## src/pid_pkg.sv

```systemverilog
`default_nettype none

// ---------------------------------------------------------------------------
// Shared widths, configuration map and configuration word layout
// ---------------------------------------------------------------------------
package pid_pkg;

   // Source number carried with every ADC sample
   localparam int W_SRC = 5;
   // Signed ADC sample width
   localparam int W_DATA = 18;
   // Configuration data word width
   localparam int W_CFG = 32;
   // Signed channel result width
   localparam int W_RESULT = 32;
   // Width of a configuration address
   localparam int W_CFG_ADDR = 4;

   // Gain is signed and fills the coefficient word above the setpoint
   localparam int W_GAIN = W_CFG - W_DATA;
   // Error carries one extra bit so that sample minus setpoint never wraps
   localparam int W_ERR = W_DATA + 1;

   // Address whose data word is read through the route view
   localparam logic [W_CFG_ADDR-1:0] CFG_ADDR_ROUTE = 4'h1;
   // Address whose data word is read through the coefficient view
   localparam logic [W_CFG_ADDR-1:0] CFG_ADDR_COEF = 4'h2;

   // Route view of a configuration word
   // A set null_src means the channel listens to no source at all
   typedef struct packed {
      logic [W_CFG-W_SRC-3:0] rsvd;
      logic en;
      logic null_src;
      logic [W_SRC-1:0] src;
   } cfg_route_t;

   // Coefficient view, gain in the upper bits and setpoint in the lower
   typedef struct packed {
      logic signed [W_GAIN-1:0] gain;
      logic signed [W_DATA-1:0] setpoint;
   } cfg_coef_t;

   // One written word, decoded by address as either a route or coefficients
   typedef union packed {
      cfg_route_t route;
      cfg_coef_t coef;
   } cfg_word_u;

endpackage

`default_nettype wire

```

## src/pid_channel.sv

```systemverilog
`default_nettype none

// One proportional-plus-integral channel
// Stage one forms the error against the setpoint, and stage two updates the
// integrator and adds the proportional term. All sums wrap
module pid_channel
   import pid_pkg::*;
#(
   parameter int CHAN_ID = 0,
   parameter int W_CHAN = 3
) (
   input  logic clk_in,
   input  logic rst,
   input  logic instr_dv,
   input  logic [W_CHAN-1:0] instr_chan,
   input  logic signed [W_DATA-1:0] instr_data,
   input  logic cfg_wr,
   input  logic [W_CFG_ADDR-1:0] cfg_addr,
   input  logic [W_CHAN-1:0] cfg_chan,
   input  logic [W_CFG-1:0] cfg_data,
   output logic res_dv,
   output logic signed [W_RESULT-1:0] res_value
);

   // ---------------------------------------------------------------------------
   // Coefficients
   // ---------------------------------------------------------------------------
   cfg_word_u cfg_word;
   logic signed [W_DATA-1:0] setpoint;
   logic signed [W_GAIN-1:0] gain;

   assign cfg_word = cfg_data;

   always_ff @(posedge clk_in) begin
      if (rst) begin
         setpoint <= '0;
         gain <= '0;
      end else if (cfg_wr && cfg_addr == CFG_ADDR_COEF && cfg_chan == W_CHAN'(CHAN_ID)) begin
         setpoint <= cfg_word.coef.setpoint;
         gain <= cfg_word.coef.gain;
      end
   end

   // ---------------------------------------------------------------------------
   // Stage one
   // ---------------------------------------------------------------------------
   logic chan_hit;
   logic s1_dv;
   logic signed [W_ERR-1:0] s1_err;

   assign chan_hit = instr_dv && instr_chan == W_CHAN'(CHAN_ID);

   always_ff @(posedge clk_in) begin
      if (rst) begin
         s1_dv <= 1'b0;
      end else begin
         s1_dv <= chan_hit;
      end
   end

   // Both operands are widened by one sign bit before the subtraction
   always_ff @(posedge clk_in) begin
      if (chan_hit) begin
         s1_err <= {instr_data[W_DATA-1], instr_data} - {setpoint[W_DATA-1], setpoint};
      end
   end

   // ---------------------------------------------------------------------------
   // Stage two
   // ---------------------------------------------------------------------------
   logic signed [W_RESULT-1:0] integ;
   logic signed [W_RESULT-1:0] integ_next;
   logic signed [W_RESULT-1:0] err_ext;
   logic signed [W_GAIN+W_ERR-1:0] prod;

   assign err_ext = {{(W_RESULT - W_ERR){s1_err[W_ERR-1]}}, s1_err};
   assign integ_next = integ + err_ext;
   // Full product, only its low W_RESULT bits reach the output
   assign prod = gain * s1_err;

   always_ff @(posedge clk_in) begin
      if (rst) begin
         res_dv <= 1'b0;
         integ <= '0;
      end else begin
         res_dv <= s1_dv;
         if (s1_dv) begin
            integ <= integ_next;
         end
      end
   end

   always_ff @(posedge clk_in) begin
      if (s1_dv) begin
         res_value <= prod[W_RESULT-1:0] + integ_next;
      end
   end

endmodule

`default_nettype wire

```

## config.mk

```make
export PLATFORM = sky130hd
export DESIGN_NAME = pid_channel
export DESIGN_NICKNAME = d
export VERILOG_FILES = /design/src/pid_pkg.sv /design/src/pid_channel.sv
export SDC_FILE = /design/constraint.sdc
export NUM_CORES = 1
export LEC_CHECK = 0
export BUFFER_PORTS_ARGS = -buffer_cell sky130_fd_sc_hd__buf_2
export CORE_UTILIZATION = 30
export CTS_BUF_LIST = sky130_fd_sc_hd__clkbuf_2 sky130_fd_sc_hd__clkbuf_4 sky130_fd_sc_hd__clkbuf_8
export CTS_CLUSTER_SIZE = 14
export DETAILED_ROUTE_END_ITERATION = 10
export PLACE_DENSITY = 0.5
export RECOVER_POWER = 25
export SETUP_SLACK_MARGIN = 0.1
export SLEW_MARGIN = 40
export SYNTH_ARGS = -nofsm -noshare
export SYNTH_HDL_FRONTEND = slang
export SYNTH_SLANG_ARGS = --single-unit
```

## constraint.sdc

```tcl
create_clock -name clk_in -period 12.9 [get_ports clk_in]
set_input_delay 1.29 -clock clk_in [delete_from_list [all_inputs] [get_ports clk_in]]
set_output_delay 1.29 -clock clk_in [all_outputs]
set_load 0.01 [all_outputs]
```

Word-level counts from Yosys, hierarchy flattened
Cells that the tools add are included.
Widths: inputs -> output; s select.

cells by class
  multipliers = 1
  equality and inequality tests = 1
  add/sub/neg operators = 3
  reduce and logical (&&, ||, !) cells = 5

operator list
  kind                count
  $add 32x19->32      1
  $add 32x32->32      1
  $mul 14x19->32      1
  $sub 18x18->19      1
  $logic_not 3->1     2
  $eq 4x2->1 const B  1
  $logic_and 1x1->1   3

word-level totals
  register bits after elaboration = 117
  bits of input ports = 64
  logic and storage cells = 17
  output and inout port bits = 33

Logic depth before layout (Yosys ltp)
  depth after elaboration = 3
  mapped depth = 33

Worst setup path after synthesis
Ideal clock, no wire load.

  path kind = reg2reg
  start point = reg s1_err[1]
  end point = reg res_value[31] (data pin)
  period minus slack after synthesis = 7837 ps
  arrival = 7574 ps
  slack = 5063 ps
  path buffers = 1
  stages on the path, launching flop included = 32
  cells stage by stage = edfxtp_1 > clkbuf_1 > inv_1 > fa_1 > nor2b_1 > o31ai_1 > a21oi_1 > a21oi_1 > nor2b_1 > o211ai_1 > xor2_1 > fa_1 > fa_1 > fa_1 > inv_1 > fa_1 > inv_1 > fa_1 > inv_1 > fa_1 > inv_1 > ha_1 > a21o_1 > a21o_1 > a21oi_1 > o21ai_0 > a41oi_1 > a21oi_1 > o21a_1 > or4_1 > a41oi_1 > xor2_1

between the ends
  word-level cells in the longest chain between the ends = 2

ends and longest elaborated chain
  item                      line               source
  start: declaration        pid_channel.sv:49  logic signed [W_ERR-1:0] s1_err;
  start signal: assignment  pid_channel.sv:64  s1_err <= {instr_data[W_DATA-1], instr_data} - {setpoint[W_DATA-1], setpoint};
  $add 32x19->32            pid_channel.sv:77  assign integ_next = integ + err_ext;
  via integ_next[18]        pid_channel.sv:72  logic signed [W_RESULT-1:0] integ_next;
  $add 32x32->32            pid_channel.sv:95  res_value <= prod[W_RESULT-1:0] + integ_next;
  end signal: assignment    pid_channel.sv:95
  end: declaration          pid_channel.sv:22  output logic signed [W_RESULT-1:0] res_value

The timed path passes the listed nets, and every way through them passes these cells.
A chain may end at the register's enable or synchronous reset.

Worst setup path in the final report
  start point = reg s1_err[0]
  end point = reg res_value[30] (data pin)

The elaborated chain is that of the path after synthesis.

==> impl_metrics.env <==
export IMPL_cts_made_buffers=17
export IMPL_drtPass1Iterations=5
export IMPL_synth_top_area_share_pct=34.5
export IMPL_path_clk_slew_ns=0.08
export IMPL_final_area_sq_um=18500
export IMPL_skew_ns=0.0262
export IMPL_drt_wl_total_microns=40800
export IMPL_cpMostUsedCell="fa_1"
export IMPL_area_growth_pct=10.1
export IMPL_antenna_found_initial=1
export IMPL_crit_path_top_delay_cell="or4b_2"
export IMPL_maxSlewHeadroom_pct=-75.3
export IMPL_startpoint="s1_err[0]$_DFFE_PP_"
export IMPL_setup_slack_ns=3.96
export IMPL_grt_overflow=0
export IMPL_syn_inst=1766
export IMPL_synth_most_common_cell="inv_1"
export IMPL_synth_edff_count=51
export IMPL_route_detailed_drc=0
export IMPL_synthTopCellsByArea="fa_1 35%, ha_1 10%, edfxtp_1 9.1%"
export IMPL_io_pins=97
export IMPL_setup_worst_path_end="res_value[30]$_DFFE_PP_"
export IMPL_reg2reg_slack_ns=3.96
export IMPL_ys_seq_area_share_pct=17.0
export IMPL_syn_nets=2257
export IMPL_cp_max_fo=15
export IMPL_grt_pass1_vias=12612
export IMPL_critical_path_max_stage_delay_ns=0.66
export IMPL_max_freq_mhz=112
export IMPL_drive_above_1_share_pct=8.33
export IMPL_die_width_microns=238
export IMPL_ys_types=57
export IMPL_io_buffers=96
export IMPL_cpLargestDelayFamily="adder cells"
export IMPL_synth_commonest_cells="359 x inv_1, 289 x fa_1, 176 x nand2_1"
export IMPL_async_flop_share_pct=0
export IMPL_finalHoldViolCount=0
export IMPL_timing_rr_end="res_value[30]$_DFFE_PP_"
export IMPL_grt_max_degree=71
export IMPL_vias_per_cell=4.47
export IMPL_status="complete, but fails checks"
export IMPL_core_area_sq_um=55200
export IMPL_place_congestion=0.831
export IMPL_crit_required_ns=13.21
export IMPL_hold_ws_ns=0.497
export IMPL_cp_depth=31
export IMPL_hold_path_class="reg2reg"
export IMPL_wl_per_cell_microns=15.8
export IMPL_dp_hpwl_microns=32400
export IMPL_cts_resized=0
export IMPL_final_nets=2315
export IMPL_vias=11572
export IMPL_place_inst=2553
export IMPL_cap_violations=2
export IMPL_cp_buffers_inverters=5
export IMPL_clk_latency_ns=0.58
export IMPL_cts_sinks=117
export IMPL_yosys_warnings=0
export IMPL_min_period_ns=8.94
export IMPL_die_area_sq_um=56800
export IMPL_p_total_uw=951
export IMPL_hold_depth=2
export IMPL_postPlaceCellArea_sq_um=18000
export IMPL_cts_setup_buffers=0
export IMPL_cts_tree="built"
export IMPL_arrival_ns=9.26
export IMPL_start_kind="flip-flop"
export IMPL_finalNonFillerCells=2586
export IMPL_num_rows=86
export IMPL_finalCritPeriodShare_pct=69.3
export IMPL_syn_cell_area_sq_um=16800
export IMPL_die_h_microns=238
export IMPL_antenna_left=0
export IMPL_drv_slew=74
export IMPL_synth_area_leader_cell="fa_1"
export IMPL_cts_hold_fix_buffers=0
export IMPL_r2r_cells=31
export IMPL_ys_seq_elements=117
export IMPL_p_leak_nw=8.46
export IMPL_max_clock_path_buffers=2
export IMPL_power_density_nw_per_um2=51.5
export IMPL_synth_ff_type="dfxtp_1"
export IMPL_first_iter_violations=508
export IMPL_peakVddDrop_v=0.0000671
export IMPL_fin_util_pct=33.4
export IMPL_avgSynthCellArea_sq_um=9.49
export IMPL_setup_tns_ns=0
export IMPL_grt_pass1_wl_microns=68000
export IMPL_path_class="reg2reg"
export IMPL_tightest_slew_ns=2.63
export IMPL_pre_cts_ws_ns=3.92
export IMPL_setup_viol=0
export IMPL_end_kind="flip-flop"
export IMPL_start_util_pct=30.4
export IMPL_cts_root_buf="clkbuf_8"
export IMPL_violations="max-capacitance violations, max-slew violations"
export IMPL_worstReg2RegStart="s1_err[0]$_DFFE_PP_"
export IMPL_rsz0062_at_grt="no"
export IMPL_h_tree_depth=4
export IMPL_track_usage_pct=15.6
[where the power goes]
group,switching [mW],total (mW),internal [mW]
clock,0.204,0.421,0.217
combinational,0.0740,0.129,0.0553
sequential,0.00845,0.401,0.392
total,0.286,0.951,0.665
[logic make-up after synthesis]
group | Yosys count | share of synthesized area (%)
AND/OR/NAND/NOR | 475 | 13.6
AO/OA/AOI/OAI | 176 | 6.88
adder cells (fa/ha/maj) | 427 | 44.8
XOR/XNOR | 88 | 4.60
flip-flops | 117 | 17.0
buffers and inverters | 424 | 9.50
multiplexers | 59 | 3.54
[layout by cell type (no fill, tap or decap), drive strengths merged, types with 22 or more instances in the layout]
cell type	count
inv	362
fa	289
nand2	176
ha	138
and2	107
buf	102
nor2	96
xnor2	68
dfxtp	66
mux2i	57
a21oi	52
edfxtp	51
o21ai	35
a21o	25
nor2b	22
nand2b	22
[state kept, by name, indices dropped and copies added (netlist names)]
register and flops:
gain 14, integ 32, res_dv 1, res_value 32, s1_dv 1, s1_err 19
setpoint 18
[metal layers]
metal / global-route usage, % / routed length [microns] / vias up / part of all wire, %
met3: 3.64 / 1700 / 45 / 4.2
met5: 0 / 0 / - / 0
li1: - / - / 5577 / -
met2: 24.9 / 18600 / 194 / 46
met1: 20.9 / 19800 / 5756 / 48
met4: 4.97 / 751 / 0 / 1.8
[how the worst min path moves through the flow]
stage                               from                        end  slack, ns
2_1_floorplan  setpoint[10]$_SDFFE_PP0P_  setpoint[10]$_SDFFE_PP0P_       0.46
3_3_place_gp    setpoint[5]$_SDFFE_PP0P_   setpoint[5]$_SDFFE_PP0P_       0.48
3_5_place_dp   setpoint[16]$_SDFFE_PP0P_  setpoint[16]$_SDFFE_PP0P_       0.48
4_1_cts           integ[25]$_SDFFE_PP0P_     integ[25]$_SDFFE_PP0P_       0.50
5_1_grt        setpoint[12]$_SDFFE_PP0P_  setpoint[12]$_SDFFE_PP0P_       0.53
6_report       setpoint[16]$_SDFFE_PP0P_  setpoint[16]$_SDFFE_PP0P_       0.50
[cell type report]
class,count,area [sq um]
timing repair buffer,104,537
tap,748,936
multi-input combinational,1225,12300
clock buffer,18,248
sequential,117,2860
fill,5662,36700
antenna,1,2.50
clock inverter,14,199
inverter,359,1350
[tightest hold or removal path: stages, from the launching register on]
cell	delay, ns
dfxtp_1	0.33
mux2i_1	0.07
nor2_1	0.07
Note: power is estimated with default switching activity, not from simulation.
