### src/pid_pkg.sv
`default_nettype none

// ---------------------------------------------------------------------------
// Shared widths, configuration map and configuration word layout
// ---------------------------------------------------------------------------
package pid_pkg;

   // Source number carried with every ADC sample
   localparam int W_SRC = 5;
   // Signed ADC sample width
   localparam int W_DATA = 18;
   // Configuration data word width
   localparam int W_CFG = 32;
   // Signed channel result width
   localparam int W_RESULT = 32;
   // Width of a configuration address
   localparam int W_CFG_ADDR = 4;

   // Gain is signed and fills the coefficient word above the setpoint
   localparam int W_GAIN = W_CFG - W_DATA;
   // Error carries one extra bit so that sample minus setpoint never wraps
   localparam int W_ERR = W_DATA + 1;

   // Address whose data word is read through the route view
   localparam logic [W_CFG_ADDR-1:0] CFG_ADDR_ROUTE = 4'h1;
   // Address whose data word is read through the coefficient view
   localparam logic [W_CFG_ADDR-1:0] CFG_ADDR_COEF = 4'h2;

   // Route view of a configuration word
   // A set null_src means the channel listens to no source at all
   typedef struct packed {
      logic [W_CFG-W_SRC-3:0] rsvd;
      logic en;
      logic null_src;
      logic [W_SRC-1:0] src;
   } cfg_route_t;

   // Coefficient view, gain in the upper bits and setpoint in the lower
   typedef struct packed {
      logic signed [W_GAIN-1:0] gain;
      logic signed [W_DATA-1:0] setpoint;
   } cfg_coef_t;

   // One written word, decoded by address as either a route or coefficients
   typedef union packed {
      cfg_route_t route;
      cfg_coef_t coef;
   } cfg_word_u;

endpackage

`default_nettype wire

### src/adc_fifo.sv
`default_nettype none

// Circular buffer for source-tagged ADC samples
// The head word is read straight out of storage, and valid trails a
// write into an empty buffer by one cycle
module adc_fifo
   import pid_pkg::*;
#(
   parameter int FIFO_DEPTH = 16
) (
   input  logic clk_in,
   input  logic rst,
   input  logic wr_en,
   input  logic [W_SRC-1:0] wr_src,
   input  logic signed [W_DATA-1:0] wr_data,
   input  logic pop,
   output logic valid,
   output logic [W_SRC-1:0] head_src,
   output logic signed [W_DATA-1:0] head_data,
   output logic overflow
);

   localparam int W_PTR = (FIFO_DEPTH > 1) ? $clog2(FIFO_DEPTH) : 1;
   localparam int W_CNT = $clog2(FIFO_DEPTH + 1);

   logic [W_SRC+W_DATA-1:0] mem [FIFO_DEPTH];
   logic [W_PTR-1:0] wr_ptr;
   logic [W_PTR-1:0] rd_ptr;
   logic [W_CNT-1:0] count;
   logic full;
   logic do_wr;
   logic do_pop;

   // Pointers wrap explicitly so that any depth works
   function automatic logic [W_PTR-1:0] ptr_inc(input logic [W_PTR-1:0] p);
      return (p == W_PTR'(FIFO_DEPTH - 1)) ? '0 : p + 1'b1;
   endfunction

   // A full buffer refuses the write even when the head pops in the same cycle
   assign full = (count == W_CNT'(FIFO_DEPTH));
   assign do_wr = wr_en && !full;
   assign do_pop = pop && valid;

   always_ff @(posedge clk_in) begin
      if (do_wr) begin
         mem[wr_ptr] <= {wr_src, wr_data};
      end
   end

   always_ff @(posedge clk_in) begin
      if (rst) begin
         wr_ptr <= '0;
         rd_ptr <= '0;
         count <= '0;
         valid <= 1'b0;
         overflow <= 1'b0;
      end else begin
         // One pulse for every dropped word
         overflow <= wr_en && full;
         if (do_wr) begin
            wr_ptr <= ptr_inc(wr_ptr);
         end
         if (do_pop) begin
            rd_ptr <= ptr_inc(rd_ptr);
         end
         case ({do_wr, do_pop})
            2'b10: count <= count + 1'b1;
            2'b01: count <= count - 1'b1;
            default: count <= count;
         endcase
         // Valid looks at the occupancy before this edge, which delays a
         // fresh word by one cycle. Popping the last word clears it
         valid <= (count != '0) && !(do_pop && count == W_CNT'(1));
      end
   end

   assign {head_src, head_data} = mem[rd_ptr];

endmodule

`default_nettype wire

### config.mk
export PLATFORM = sky130hd
export DESIGN_NAME = adc_fifo
export DESIGN_NICKNAME = d
export VERILOG_FILES = /design/src/pid_pkg.sv /design/src/adc_fifo.sv
export SDC_FILE = /design/constraint.sdc
export NUM_CORES = 1
export LEC_CHECK = 0
export BUFFER_PORTS_ARGS = -buffer_cell sky130_fd_sc_hd__buf_2
export CORE_MARGIN = 1.5
export CORE_UTILIZATION = 35
export CTS_BUF_LIST = sky130_fd_sc_hd__clkbuf_8 sky130_fd_sc_hd__clkbuf_16
export DETAILED_ROUTE_END_ITERATION = 8
export PLACE_DENSITY = 0.52
export SKIP_LAST_GASP = 1
export SYNTH_ARGS = -nofsm -noshare
export SYNTH_HDL_FRONTEND = slang
export SYNTH_SLANG_ARGS = --single-unit
### constraint.sdc
create_clock -name clk_in -period 13.1 [get_ports clk_in]
set_clock_uncertainty 0.15 [all_clocks]
set_input_delay 1.31 -clock clk_in [delete_from_list [all_inputs] [get_ports clk_in]]
set_output_delay 1.31 -clock clk_in [all_outputs]
set_load 0.1 [all_outputs]
---- Word level (Yosys, flattened, before mapping) ----
Memories as Yosys holds them, arrays and structs flattened. A register that Yosys moved wholly into a read port is not among the register bits.
Cells that the tools add are included.
Widths: inputs -> output; s select.
cells by class
  reductions and logical operators ........ 9
  bitwise logic cells ..................... 0
  multiplexer cells ....................... 7
  eq/ne operators ......................... 6
  divide/modulo/power cells ............... 0
  multiply operators ...................... 0
  $lt $le $gt $ge ......................... 0
  shift-type cells ........................ 0
  add/sub/neg operators ................... 4
operators by type and width
  operator             number
  $mux 4               4
  $pmux 5 s2           1
  $add 4x1->4 const B  2
  $eq 4x4->1 const B   2
  $add 5x1->5 const B  1
  $eq 5x1->1 const B   1
  $eq 5x5->1 const B   1
  $logic_and 1x1->1    5
  $reduce_bool 5->1    1
  $sub 5x1->5 const B  1
  $eq 2x1->1 const B   1
  $eq 2x2->1 const B   1
  $logic_not 1->1      2
  $mux 1               2
  $reduce_bool 2->1    1
word-level totals
  bits in writable memories ............... 368
  bits in registers ....................... 15
  memories ................................ 1
  logic and storage cells ................. 32
  bits in read-only memories .............. 0
  bits in latches ......................... 0
  output and inout port bits .............. 25
memory list
  memory  depth  width  read ports  clocked after Yosys merged registers in  wr ports  line            RTL
  mem     16     23     1           1                                        1         adc_fifo.sv:26  logic [W_SRC+W_DATA-1:0] mem [FIFO_DEPTH];

---- Logic depth before layout (Yosys ltp) ----
  depth after elaboration ................. 5
  mapped depth ............................ 11
  mapped depth without buffers ............ 10

---- Worst setup path after synthesis ----
No wires, ideal clock.
  path kind ............................... input to register
  start ................................... input port wr_en
  end ..................................... memory mem[0][0] in the netlist's numbering, enable pin
  buffers on the path ..................... 1
  stages on the path ...................... 4
  data required time ...................... 12.480 ns
  data arrival time ....................... 4.123 ns
  path slack .............................. 8.357 ns
  cells stage by stage .................... and2_1 -> buf_2 -> inv_2 -> nor4b_1
on the way
  longest elaborated chain between the ends .. 3
RTL lines
  element                       line            RTL
  start: declaration            adc_fifo.sv:13  input logic wr_en,
  $logic_and 1x1->1             adc_fifo.sv:41  assign do_wr = wr_en && !full;
  $mux 1                        adc_fifo.sv:45  if (do_wr) begin
  $mux 1 (not written as such)  adc_fifo.sv:46  mem[wr_ptr] <= {wr_src, wr_data};
  end: declaration              adc_fifo.sv:26
Every way passes these cells.

==> metrics.md <==
| Metric | Value |
|---|---|
| Clock network fraction of design power | 41.1% |
| Placed Cells | 1256 |
| Worst-case setup slack after placement | 8.875 ns |
| Total area of sequential cells | 11440 sq um |
| Number of rows created at floorplan | 75 |
| Count of flip-flops with a built-in enable after synthesis | 368 |
| GRT Total Usage | 15.71% |
| Setup violation total in the final timing report | 0 |
| Time the worst path needs with I/O delays and setup | 4.716 ns |
| Gate count after technology mapping | 677 |
| Post-detailed-route DRC marker count | 0 |
| Final worst hold slack | 0.3887 ns |
| Initial Util | 35.31% |
| Maximum operating frequency | 212.0 MHz |
| Number of fill cells in the layout | 3600 |
| CORE AREA | 41760 sq um |
| Number of antenna violations at the first check in global routing | 1 |
| Hold Vio Cnt, Final | 0 |
| Portion of total power attributed to combinational logic | 8.9% |
| Type of element launching the critical path | flip-flop |
| Final Net Count | 798 |
| Number of global-route vias before repair | 7711 |
| Post-detailed-placement half-perimeter wirelength | 17840 um |
| Post-Synthesis Mean Instance Area | 21.78 sq um |
| Routed vias/inst | 5.265 |
| Clock sink count | 387 |
| First-pass GRT wire length | 49350 um |
| Least setup slack across all paths after layout | 8.384 ns |
| Leakage Power | 5.389 nW |
| Delay of the slowest cell on the worst path | 0.79 ns |
| Asr flop ratio synth | 0% |
| Pin count of the biggest net entering global routing | 57 |
| Total number of yosys warnings | 0 |
| Footprint of the multi-input gates | 3152 sq um |
| Remaining global-route overflow | 0 |
| Post-synth net total | 714 |
| Kind of path behind the tightest hold check | flip-flop to flip-flop |
| Floorplan die width | 208.3 um |
| Final count of pins violating max slew | 0 |
| Drt first-iter violations | 569 |
| Post-route core utilization | 40.85% |
| Number of iterations in the first detailed-routing pass | 5 |
| Post-cts gate resize count | 0 |
| Arrival @ worst endpoint | 3.26 ns |
| R2r startpoint | count[0] |
| Post-detailed-routing wire length | 32970 um |
| Switching part of the total | 23.14% |
| Die H | 208.3 um |
| Sequential area share after synthesis | 77.52% |
| Biggest fanout along the worst timing path | 56 |
| Total non-filler cell area in the finished layout | 17060 sq um |
| Count of unique library cells instantiated by Yosys | 36 |
| Slowest cell on crit path | sky130_fd_sc_hd__buf_4 |
| Worst vdd rail ir drop | 83.23 uV |
| Reported max-cap violation count | 0 |
| Nature of the critical path endpoint | output pin |
| Final-layout setup total negative slack | 0 ns |
| Total CTS buffers | 42 |
| Cell area power density | 162.5 nW/um^2 |
| Net Switching | 0.6415 mW |
| Number of hold-repair buffers added at the cts stage | 0 |
| Mapped cell area | 14750 sq um |
| Flip-flop cell with the highest count after synthesis | sky130_fd_sc_hd__edfxtp_1 |
| Die area | 43370 sq um |
| Ratio of cells with drive above 1 in the final layout | 29.26% |
| Final std cells w/o fill | 1333 |
| Routed length per instance | 24.73 um |
| Placement Cell Area | 15720 sq um |
| Routability-driven placement congestion ratio | 0.6862 |
| Area added between synthesis and finish | 15.70% |
| Actual transition at the worst max-transition pin | 0.9320 ns |
| Count of input and output buffers | 51 |
| Type of the worst setup path | flip-flop to output pin |
| Latest clock arrival within the worst-skew pair | 0.55 ns |
| Worst Min Path Start | rd_ptr[3] |
| I/O pin cnt | 52 |
| Register bit count reported by yosys | 387 |
| Cell-by-cell listing of the critical path | buf_4, mux4_2, a22oi_1, nand2_1, buf_2 |
| Clock tree from TritonCTS | done |
| Internal power consumption | 2.131 mW |
| Total setup buffers inserted after CTS | 0 |
| Power, Total | 2.772 mW |
| Outcome | finished, final reports clean |
| Sequential Power Share | 50.0% |
| Tcrit/Tclk final | 36.00% |
| Clock tree root driver cell | sky130_fd_sc_hd__clkbuf_16 |
| Vias | 7018 |
| Post-route antenna net violation count | 0 |
| Maximum number of buffers from clock root to sink | 3 |
| CTS clock-pin slew for the worst setup and hold paths | 0.06 ns |
| Maximum level of the CTS H-tree | 2 |
| Worst slew margin | 37.87% |
| Setup repair after global routing missed its margin | no |
| Required time worst endpoint | 11.64 ns |
## cell usage in the layout, fill, tap and decap left out, types with 5 or more instances in the layout
cell and n:
sky130_fd_sc_hd__clkinv_1 12, sky130_fd_sc_hd__mux4_2 92, sky130_fd_sc_hd__nor2_1 11, sky130_fd_sc_hd__nand3_1 6, sky130_fd_sc_hd__buf_2 51, sky130_fd_sc_hd__dfxtp_1 17
sky130_fd_sc_hd__nand2_1 31, sky130_fd_sc_hd__clkbuf_16 43, sky130_fd_sc_hd__and2_1 5, sky130_fd_sc_hd__ha_1 10, sky130_fd_sc_hd__buf_4 23, sky130_fd_sc_hd__a21oi_1 10
sky130_fd_sc_hd__edfxtp_1 368, sky130_fd_sc_hd__a22oi_1 46, sky130_fd_sc_hd__inv_1 16
## critical path, delay by kind of cell, from the launching register on
kind / cells / cell delay, ns
AOI/OAI and AO/OA: 1 / 0.24
buffers and inverters: 2 / 1.12
DFF: 1 / 0.73
muxes: 1 / 0.42
and+or+nand+nor: 1 / 0.17
## cells by family after synthesis
| group | Yosys count | share of synthesized area [%] |
|---|---|---|
| buffers and inverters | 40 | 1.383 |
| AO/OA/AOI/OAI | 63 | 3.012 |
| flip-flops | 387 | 77.52 |
| multiplexers | 93 | 14.12 |
| XOR/XNOR | 6 | 0.3564 |
| AND/OR/NAND/NOR | 78 | 2.758 |
| adder cells (fa/ha/maj) | 10 | 0.8485 |
## area by class of cell
class / count / share of cell area [%]
flip-flops and latches: 387 / 67.05
diodes: 1 / 0.01467
multi-input cells: 250 / 18.47
well taps: 539 / 3.953
clock inverters: 32 / 1.481
inverters: 6 / 0.1320
repair buffers: 74 / 2.508
clock buffers: 44 / 6.388
## synth_stat cells, drive strengths merged (2+ instances only)
cell type  count  area, sq um
and3           4        25.02
xor2           4        35.03
nand4b         2        17.52
dfxtp         19        380.4
nor2b          2        12.51
inv            6        22.52
and4           3        26.28
o21ai          2        10.01
nor2          13        48.80
a21oi         10        50.05
nand4bb        2        22.52
xnor2          2        17.52
nand2         31        116.4
a22oi         46        345.3
a211oi         2        15.01
clkbuf        14        52.55
buf           20        128.9
ha            10        125.1
nor4b          4        35.03
mux4          92         2072
edfxtp       368        11050
and2           6        37.54
nand3          6        30.03
## path summary, 6_finish.rpt
path                        to  slack, ns  cells after the start
setup / recovery  head_data[0]       8.38                      5
hold / removal       rd_ptr[3]       0.39                      2
setup reg to reg   mem[10][15]      10.13                      7
hold reg to reg      rd_ptr[3]       0.39                      2
## power by group through the flow
stage	combinational [mW]	sequential (mW)	clock (mW)
3_3_place_gp	0.246	1.41	0
6_report	0.248	1.39	1.14
4_1_cts	0.252	1.39	1.17
2_1_floorplan	0.196	1.41	0
5_1_grt	0.265	1.39	1.21
3_5_place_dp	0.252	1.41	0
## flip-flops by register name, indices dropped and copies added, names as in the netlist, named ones only
signal    cells
rd_ptr        4
overflow      1
wr_ptr        4
mem         368
valid         1
count         5
## routing by layer
| layer | routed length [um] | track usage [%] | share of wire [%] | up-vias |
|---|---|---|---|---|
| li1 | - | - | - | 3022 |
| met1 | 14290 | 21.63 | 43 | 3753 |
| met2 | 16160 | 25.51 | 49 | 192 |
| met3 | 1842 | 2.777 | 5.6 | 51 |
| met4 | 678 | 4.908 | 2.1 | 0 |
| met5 | 0 | 0 | 0 | - |
(Power assumes the default switching activity.)
