==> src/pid_pkg.sv <==
`default_nettype none

// ---------------------------------------------------------------------------
// Shared widths, configuration map and configuration word layout
// ---------------------------------------------------------------------------
package pid_pkg;

   // Source number carried with every ADC sample
   localparam int W_SRC = 5;
   // Signed ADC sample width
   localparam int W_DATA = 18;
   // Configuration data word width
   localparam int W_CFG = 32;
   // Signed channel result width
   localparam int W_RESULT = 32;
   // Width of a configuration address
   localparam int W_CFG_ADDR = 4;

   // Gain is signed and fills the coefficient word above the setpoint
   localparam int W_GAIN = W_CFG - W_DATA;
   // Error carries one extra bit so that sample minus setpoint never wraps
   localparam int W_ERR = W_DATA + 1;

   // Address whose data word is read through the route view
   localparam logic [W_CFG_ADDR-1:0] CFG_ADDR_ROUTE = 4'h1;
   // Address whose data word is read through the coefficient view
   localparam logic [W_CFG_ADDR-1:0] CFG_ADDR_COEF = 4'h2;

   // Route view of a configuration word
   // A set null_src means the channel listens to no source at all
   typedef struct packed {
      logic [W_CFG-W_SRC-3:0] rsvd;
      logic en;
      logic null_src;
      logic [W_SRC-1:0] src;
   } cfg_route_t;

   // Coefficient view, gain in the upper bits and setpoint in the lower
   typedef struct packed {
      logic signed [W_GAIN-1:0] gain;
      logic signed [W_DATA-1:0] setpoint;
   } cfg_coef_t;

   // One written word, decoded by address as either a route or coefficients
   typedef union packed {
      cfg_route_t route;
      cfg_coef_t coef;
   } cfg_word_u;

endpackage

`default_nettype wire

==> src/instr_dispatch.sv <==
`default_nettype none

// Turns each buffered sample into one instruction per routed channel
// Channels are served lowest first, and the head is popped only once every
// routed channel has had its slot
module instr_dispatch
   import pid_pkg::*;
#(
   parameter int N_CHAN = 8,
   parameter int W_CHAN = 3
) (
   input  logic clk_in,
   input  logic rst,
   input  logic fifo_valid,
   input  logic [W_SRC-1:0] fifo_src,
   input  logic signed [W_DATA-1:0] fifo_data,
   output logic fifo_pop,
   input  logic cfg_wr,
   input  logic [W_CFG_ADDR-1:0] cfg_addr,
   input  logic [W_CHAN-1:0] cfg_chan,
   input  logic [W_CFG-1:0] cfg_data,
   output logic instr_dv,
   output logic [W_CHAN-1:0] instr_chan,
   output logic signed [W_DATA-1:0] instr_data
);

   // ---------------------------------------------------------------------------
   // Routing table
   // ---------------------------------------------------------------------------
   logic [W_SRC-1:0] route_src [N_CHAN];
   logic [N_CHAN-1:0] route_null;
   logic [N_CHAN-1:0] chan_en;
   cfg_word_u cfg_word;

   assign cfg_word = cfg_data;

   // Reset leaves every channel unrouted and inactive
   always_ff @(posedge clk_in) begin
      if (rst) begin
         route_null <= '1;
         chan_en <= '0;
         for (int i = 0; i < N_CHAN; i++) begin
            route_src[i] <= '0;
         end
      end else if (cfg_wr && cfg_addr == CFG_ADDR_ROUTE && int'(cfg_chan) < N_CHAN) begin
         route_src[cfg_chan] <= cfg_word.route.src;
         route_null[cfg_chan] <= cfg_word.route.null_src;
         chan_en[cfg_chan] <= cfg_word.route.en;
      end
   end

   // ---------------------------------------------------------------------------
   // Channel search
   // ---------------------------------------------------------------------------
   logic [N_CHAN-1:0] served;
   logic [N_CHAN-1:0] hit;
   logic found;
   logic [W_CHAN-1:0] sel;

   // A channel is a candidate when it listens to the head source and has not
   // been given this word yet. Enable plays no part here
   always_comb begin
      for (int i = 0; i < N_CHAN; i++) begin
         hit[i] = !route_null[i] && route_src[i] == fifo_src && !served[i];
      end
   end

   // Scanning downward lets the lowest candidate win
   always_comb begin
      found = 1'b0;
      sel = '0;
      for (int i = N_CHAN - 1; i >= 0; i--) begin
         if (hit[i]) begin
            found = 1'b1;
            sel = W_CHAN'(i);
         end
      end
   end

   // The head leaves in the same cycle that the search comes up empty
   assign fifo_pop = fifo_valid && !found;

   // ---------------------------------------------------------------------------
   // Instruction issue
   // ---------------------------------------------------------------------------
   always_ff @(posedge clk_in) begin
      if (rst) begin
         served <= '0;
         instr_dv <= 1'b0;
      end else if (fifo_valid && found) begin
         // A disabled channel still takes its slot but raises no strobe
         served[sel] <= 1'b1;
         instr_dv <= chan_en[sel];
      end else begin
         // Either the word is finished or nothing is waiting
         served <= '0;
         instr_dv <= 1'b0;
      end
   end

   always_ff @(posedge clk_in) begin
      if (fifo_valid && found) begin
         instr_chan <= sel;
         instr_data <= fifo_data;
      end
   end

endmodule

`default_nettype wire

==> config.mk <==
export PLATFORM = sky130hd
export DESIGN_NAME = instr_dispatch
export DESIGN_NICKNAME = d
export VERILOG_FILES = /design/src/pid_pkg.sv /design/src/instr_dispatch.sv
export SDC_FILE = /design/constraint.sdc
export NUM_CORES = 1
export LEC_CHECK = 0
export BUFFER_PORTS_ARGS = -buffer_cell sky130_fd_sc_hd__buf_4
export CORE_ASPECT_RATIO = 0.5
export CORE_MARGIN = 2
export CORE_UTILIZATION = 45
export CTS_BUF_LIST = sky130_fd_sc_hd__clkbuf_16
export DETAILED_ROUTE_END_ITERATION = 16
export GPL_TIMING_DRIVEN = 0
export PLACE_DENSITY = 0.66
export SYNTH_ARGS = -nofsm -noshare
export SYNTH_HDL_FRONTEND = slang
export SYNTH_SLANG_ARGS = --single-unit
export TNS_END_PERCENT = 1
==> constraint.sdc <==
create_clock -name clk_in -period 3.8 [get_ports clk_in]
set_input_delay 0.76 -clock clk_in [delete_from_list [all_inputs] [get_ports clk_in]]
set_output_delay 0.76 -clock clk_in [all_outputs]
set_load 0.01 [all_outputs]
Word-level counts from Yosys, hierarchy flattened
Memory sizes are Yosys's and may differ from the RTL's.
Index checks and enable logic that the tools add are counted.
Storage, ports and cells
  register bits after elaboration: 46
  RAM bits: 40
  bits of input ports: 66
  output and inout bits: 23
  logic and storage cells: 94
  memories: 1
Memory list
  route_src: words 8, bits a word 5, rd ports 8, clocked after Yosys merged registers in 0, wr ports 8, RTL line instr_dispatch.sv:30  | logic [W_SRC-1:0] route_src [N_CHAN];
Cells by class
  order comparisons: 4
  equality and inequality tests: 9
  multiplexer cells: 32
  bitwise operators: 2
  reductions and logical operators: 40
Operators with widths (count)
  $eq 5x5->1: 8
  $mux 3: 9
  $logic_and 1x1->1: 21
  $logic_not 1->1: 17
  $mux 1: 17
  $bwmux 8: 2
  $lt 3x4->1 const B: 2
  $or 8x8->8: 1
  $demux 1 s3: 2
  $ge 3x1->1 const B: 2
  $mux 5: 1
  $reduce_or 5->1: 1
  $eq 4x1->1 const B: 1
  $bmux 1 s3: 1
  $reduce_or 2->1: 1
  $not 1->1: 1

Logic depth before layout (Yosys ltp)
  depth in word-level cells: 16
  depth in mapped cells: 10
  depth with buffers taken out: 7

Least setup slack after synthesis
OpenSTA, ideal clock, no wires.
  kind: input to output
  start: input port fifo_src[2]
  end: output port fifo_pop
  arrival: 2.113 ns
  data required time: 3.040 ns
  setup slack: 0.927 ns
  stages: 6
  path through: buf_6 -> xor2_1 -> nor3_1 -> and2_1 -> or4b_4 -> nor4_1
On the way
  word-level cells in the longest chain between the ends: 13
  elaborated cells on any way between the ends: 34
Ends and longest elaborated chain
  from (decl): RTL line instr_dispatch.sv:15  | input logic [W_SRC-1:0] fifo_src,
  $eq 5x5->1: RTL line instr_dispatch.sv:64  | hit[i] = !route_null[i] && route_src[i] == fifo_src && !served[i];
  $logic_and 1x1->1 (2 in series): RTL line instr_dispatch.sv:64
  $mux 1 (7 in series): RTL line instr_dispatch.sv:73  | if (hit[i]) begin
  $mux 1 *: RTL line instr_dispatch.sv:73
  $logic_not 1->1 *: RTL line instr_dispatch.sv:81  | assign fifo_pop = fifo_valid && !found;
  $logic_and 1x1->1 *: RTL line instr_dispatch.sv:81
  to (decl): RTL line instr_dispatch.sv:17  | output logic fifo_pop,
Every way passes the cells marked *; elsewhere a longest branch is shown, timed or not.

Worst setup path after layout
  start: input port fifo_src[3]
  end: output port fifo_pop
The elaborated chain is that of the path after synthesis.

==> run_summary.xml <==
<?xml version="1.0" encoding="UTF-8"?>
<metrics>
  <group name="worst_setup_path">
    <metric name="worstSetupStartpointType" unit="">primary input</metric>
    <metric name="crit_path_max_fanout" unit="">10</metric>
    <metric name="reg2reg_slack" unit="ns">1.05</metric>
    <metric name="endpoint_required_time_on_the_critical_path" unit="ns">3.04</metric>
    <metric name="worstReg2RegStart" unit="">route_src[0][3]</metric>
    <metric name="ff2ff_path_depth" unit="">6</metric>
    <metric name="crit_type" unit="">in2out</metric>
    <metric name="regToRegEndpoint" unit="">instr_data[17]</metric>
    <metric name="worstSetupEndpointType" unit="">primary output</metric>
    <metric name="cp.arrival" unit="ns">2.48</metric>
  </group>
  <group name="floorplan">
    <metric name="core_area" unit="sq mm">0.00814</metric>
    <metric name="chipWidth" unit="microns">135</metric>
    <metric name="design.die.area" unit="sq mm">0.00937</metric>
    <metric name="die_y" unit="microns">69.5</metric>
    <metric name="i_o_pin_count" unit="">89</metric>
    <metric name="initial_core_util" unit="%">47.4</metric>
    <metric name="fp-row-count" unit="">23</metric>
  </group>
  <group name="clock_network">
    <metric name="cts_hold_buffers" unit="">0</metric>
    <metric name="clk-insertion-delay-late" unit="ns">0.34</metric>
    <metric name="tritoncts_num_sinks" unit="">86</metric>
    <metric name="cts-root-to-sink-buffers" unit="">2</metric>
    <metric name="clock_tree.root_cell" unit="">clkbuf_16</metric>
    <metric name="post_cts_resize_count" unit="">0</metric>
    <metric name="cts.clk_slew.worst_paths" unit="ns">0.06</metric>
    <metric name="tritoncts.num_buffers" unit="">9</metric>
    <metric name="cts.repair_timing.setup_buffer_count" unit="">0</metric>
    <metric name="cts_tree" unit="">done</metric>
    <metric name="htreeDepth" unit="">3</metric>
  </group>
  <group name="drt">
    <metric name="post_drt_wl_per_cell" unit="microns">16.7</metric>
    <metric name="vias_per_cell" unit="">5.24</metric>
    <metric name="detailedRoute.firstPassIterationCount" unit="">4</metric>
    <metric name="drc" unit="">0</metric>
    <metric name="topRoutingLayerUsed" unit="">met4</metric>
    <metric name="via_count" unit="">2720</metric>
    <metric name="met2_length" unit="microns">3850</metric>
    <metric name="antenna_left" unit="">0</metric>
    <metric name="finalWirelength" unit="microns">8690</metric>
    <metric name="first_iter_violations" unit="">199</metric>
    <metric name="wl_met1" unit="microns">4040</metric>
    <metric name="met3_length" unit="microns">737</metric>
  </group>
  <group name="finish">
    <metric name="finish.utilization" unit="%">57.6</metric>
    <metric name="area.growth.synth_to_final" unit="%">21.7</metric>
    <metric name="final_layout_size_suffix_gt1_share" unit="%">21.4</metric>
    <metric name="postLayoutCellArea" unit="sq mm">0.00469</metric>
    <metric name="num-nets-final" unit="">468</metric>
    <metric name="antenna_cells" unit="">0</metric>
    <metric name="stdcell_count" unit="">519</metric>
  </group>
  <group name="synth">
    <metric name="synth_top_area_cell" unit="">edfxtp_1</metric>
    <metric name="syn_inst" unit="">334</metric>
    <metric name="synth_nets" unit="">400</metric>
    <metric name="post_synth_top_cells" unit="">edfxtp_1 (61), and3_1 (28), nand2_1 (27)</metric>
    <metric name="yosys.cell_types.count" unit="">41</metric>
    <metric name="yosys.area.top_type_share" unit="%">47.5</metric>
    <metric name="yosys-top-cells-area" unit="">edfxtp_1 (47%), dfxtp_1 (13%), xnor2_1 (5.4%), and3_1 (4.5%), xor2_1 (3.6%)</metric>
    <metric name="synth_seq_cells" unit="">86</metric>
    <metric name="synth_enable_flop_cells" unit="">61</metric>
    <metric name="avgSynthCellArea" unit="sq um">11.5</metric>
    <metric name="ys.warnings.count" unit="">0</metric>
    <metric name="most_common_cell_in_the_netlist" unit="">edfxtp_1</metric>
    <metric name="synthesis.area" unit="sq mm">0.00386</metric>
    <metric name="ys_seq_area_share" unit="%">60.5</metric>
    <metric name="ys_async_sr_fraction" unit="%">0</metric>
    <metric name="synthFlopType" unit="">edfxtp_1</metric>
  </group>
  <group name="grt">
    <metric name="grt_antenna_before_repair" unit="">0</metric>
    <metric name="grt_pass1_vias" unit="">2597</metric>
    <metric name="track_usage" unit="%">19.0</metric>
    <metric name="grt.overflow.total" unit="">0</metric>
    <metric name="grt_first_pass_wirelength" unit="microns">13400</metric>
    <metric name="grt_max_degree" unit="">22</metric>
  </group>
  <group name="sta">
    <metric name="final_hold_fails" unit="">0</metric>
    <metric name="slew_headroom" unit="%">39.8</metric>
    <metric name="worst_clock_skew" unit="ns">0.00798</metric>
    <metric name="final_min_period_over_clock_period" unit="%">85.1</metric>
    <metric name="finalMaxSlewViolations" unit="">0</metric>
    <metric name="rsz_0062_raised_after_global_routing" unit="">no</metric>
    <metric name="worstMarginPinSlew" unit="ns">0.896</metric>
    <metric name="fin_setup_tns" unit="ns">0</metric>
    <metric name="finalCriticalPeriod" unit="ns">3.24</metric>
    <metric name="worst_hold_slack" unit="ns">0.455</metric>
    <metric name="final-setup-viol-count" unit="">0</metric>
    <metric name="max_freq" unit="MHz">309</metric>
    <metric name="postLayoutSetupSlackWorst" unit="ns">0.565</metric>
  </group>
  <group name="placement">
    <metric name="place_ws" unit="ns">0.562</metric>
    <metric name="buffer_ports.inserted" unit="">57</metric>
    <metric name="placed_cell_area" unit="sq mm">0.00443</metric>
    <metric name="detailed_place_hpwl" unit="microns">6330</metric>
    <metric name="dpl.cell_count" unit="">503</metric>
    <metric name="gp_congestion" unit="">0.821</metric>
  </group>
  <group name="power">
    <metric name="total_leakage_power" unit="nW">1.81</metric>
    <metric name="power.density_cell_area" unit="mW/mm^2">416</metric>
    <metric name="irDropWorstVdd" unit="mV">0.227</metric>
    <metric name="total_power" unit="mW">1.95</metric>
  </group>
  <group name="worst_hold_path">
    <metric name="worst_hold_class" unit="">reg2reg</metric>
    <metric name="hold_path_end" unit="">served[7]</metric>
    <metric name="min_delay_path_depth" unit="">2</metric>
    <metric name="hold_path.startpoint" unit="">served[7]</metric>
  </group>
  <group name="flow_run">
    <metric name="drv_cap" unit="">0</metric>
  </group>
  <group name="status">
    <metric name="status" unit="">finished clean</metric>
  </group>
</metrics>
[cell usage in the layout (no fill, tap or decap), types with 2 or more instances in the layout]
master / n
edfxtp_1: 61
buf_4: 57
and3_1: 28
nand2_1: 27
dfxtp_1: 25
xnor2_1: 24
nor2_1: 23
and2_1: 21
inv_1: 17
xor2_1: 16
a21oi_1: 15
o21ai_0: 10
clkbuf_16: 9
buf_6: 6
nand4_1: 6
nor4_1: 6
nor3_1: 6
nand3_1: 5
clkbuf_1: 4
or3_1: 3
or4_1: 3
clkinv_1: 3
clkinvlp_4: 3
a211oi_1: 2
buf_2: 2
a31oi_1: 2
o211ai_1: 2
nor2b_1: 2
o2bb2ai_1: 2
o21a_1: 2
[logic make-up (layout without fill, tap and decap cells)]
| family | count (synthesis) | in the layout | synth area share, % |
|---|---|---|---|
| simple gates | 138 | 138 | 19.5 |
| flops | 86 | 86 | 60.5 |
| compound gates | 41 | 41 | 6.94 |
| xor+xnor | 40 | 40 | 9.08 |
| buf+inv | 29 | 102 | 4.05 |
[sequential cells by signal (all words and copies together) (netlist names)]
signal	flops
served	8
route_src	40
instr_dv	1
instr_data	18
chan_en	8
route_null	8
instr_chan	3
[power by group]
part           leakage [nW]  internal (mW)  total [mW]  switching, mW
clock                 0.124          0.436       0.791          0.354
combinational         0.915         0.0582       0.126         0.0679
sequential            0.774           1.02        1.03         0.0104
[area by class of cell]
class	instances	area, sq um
Buffer	12	92.6
Clock buffer	9	225
Clock inverter	7	42.5
Fill cell	666	3450
Timing Repair Buffer	57	428
Sequential cell	86	2330
Multi-Input combinational cell	219	1370
Inverter	17	63.8
Tap cell	112	140
[routing by layer]
layer  GRT usage (%)  vias up
met1            25.8     1287
met3            7.24        4
met4            3.94        0
met5               0        -
li1                -     1321
met2            29.3      108
[critical path, cell delays in order]
cell	delay [ns]
buf_6	0.13
xor2_1	0.16
nor4_1	0.66
nand2_1	0.28
nand2_2	0.26
nor4_1	0.08
buf_4	0.15
[worst max path at each step]
stage / start / end / slack (ns)
3_5_place_dp: fifo_src[3] / instr_data[10] / 0.56
5_1_grt: fifo_src[3] / fifo_pop / 0.40
2_1_floorplan: fifo_src[2] / fifo_pop / 0.93
3_3_place_gp: fifo_src[3] / instr_data[10] / 0.57
4_1_cts: fifo_src[3] / fifo_pop / 0.62
6_report: fifo_src[3] / fifo_pop / 0.56
No activity file was read; power rests on OpenSTA's default activity.
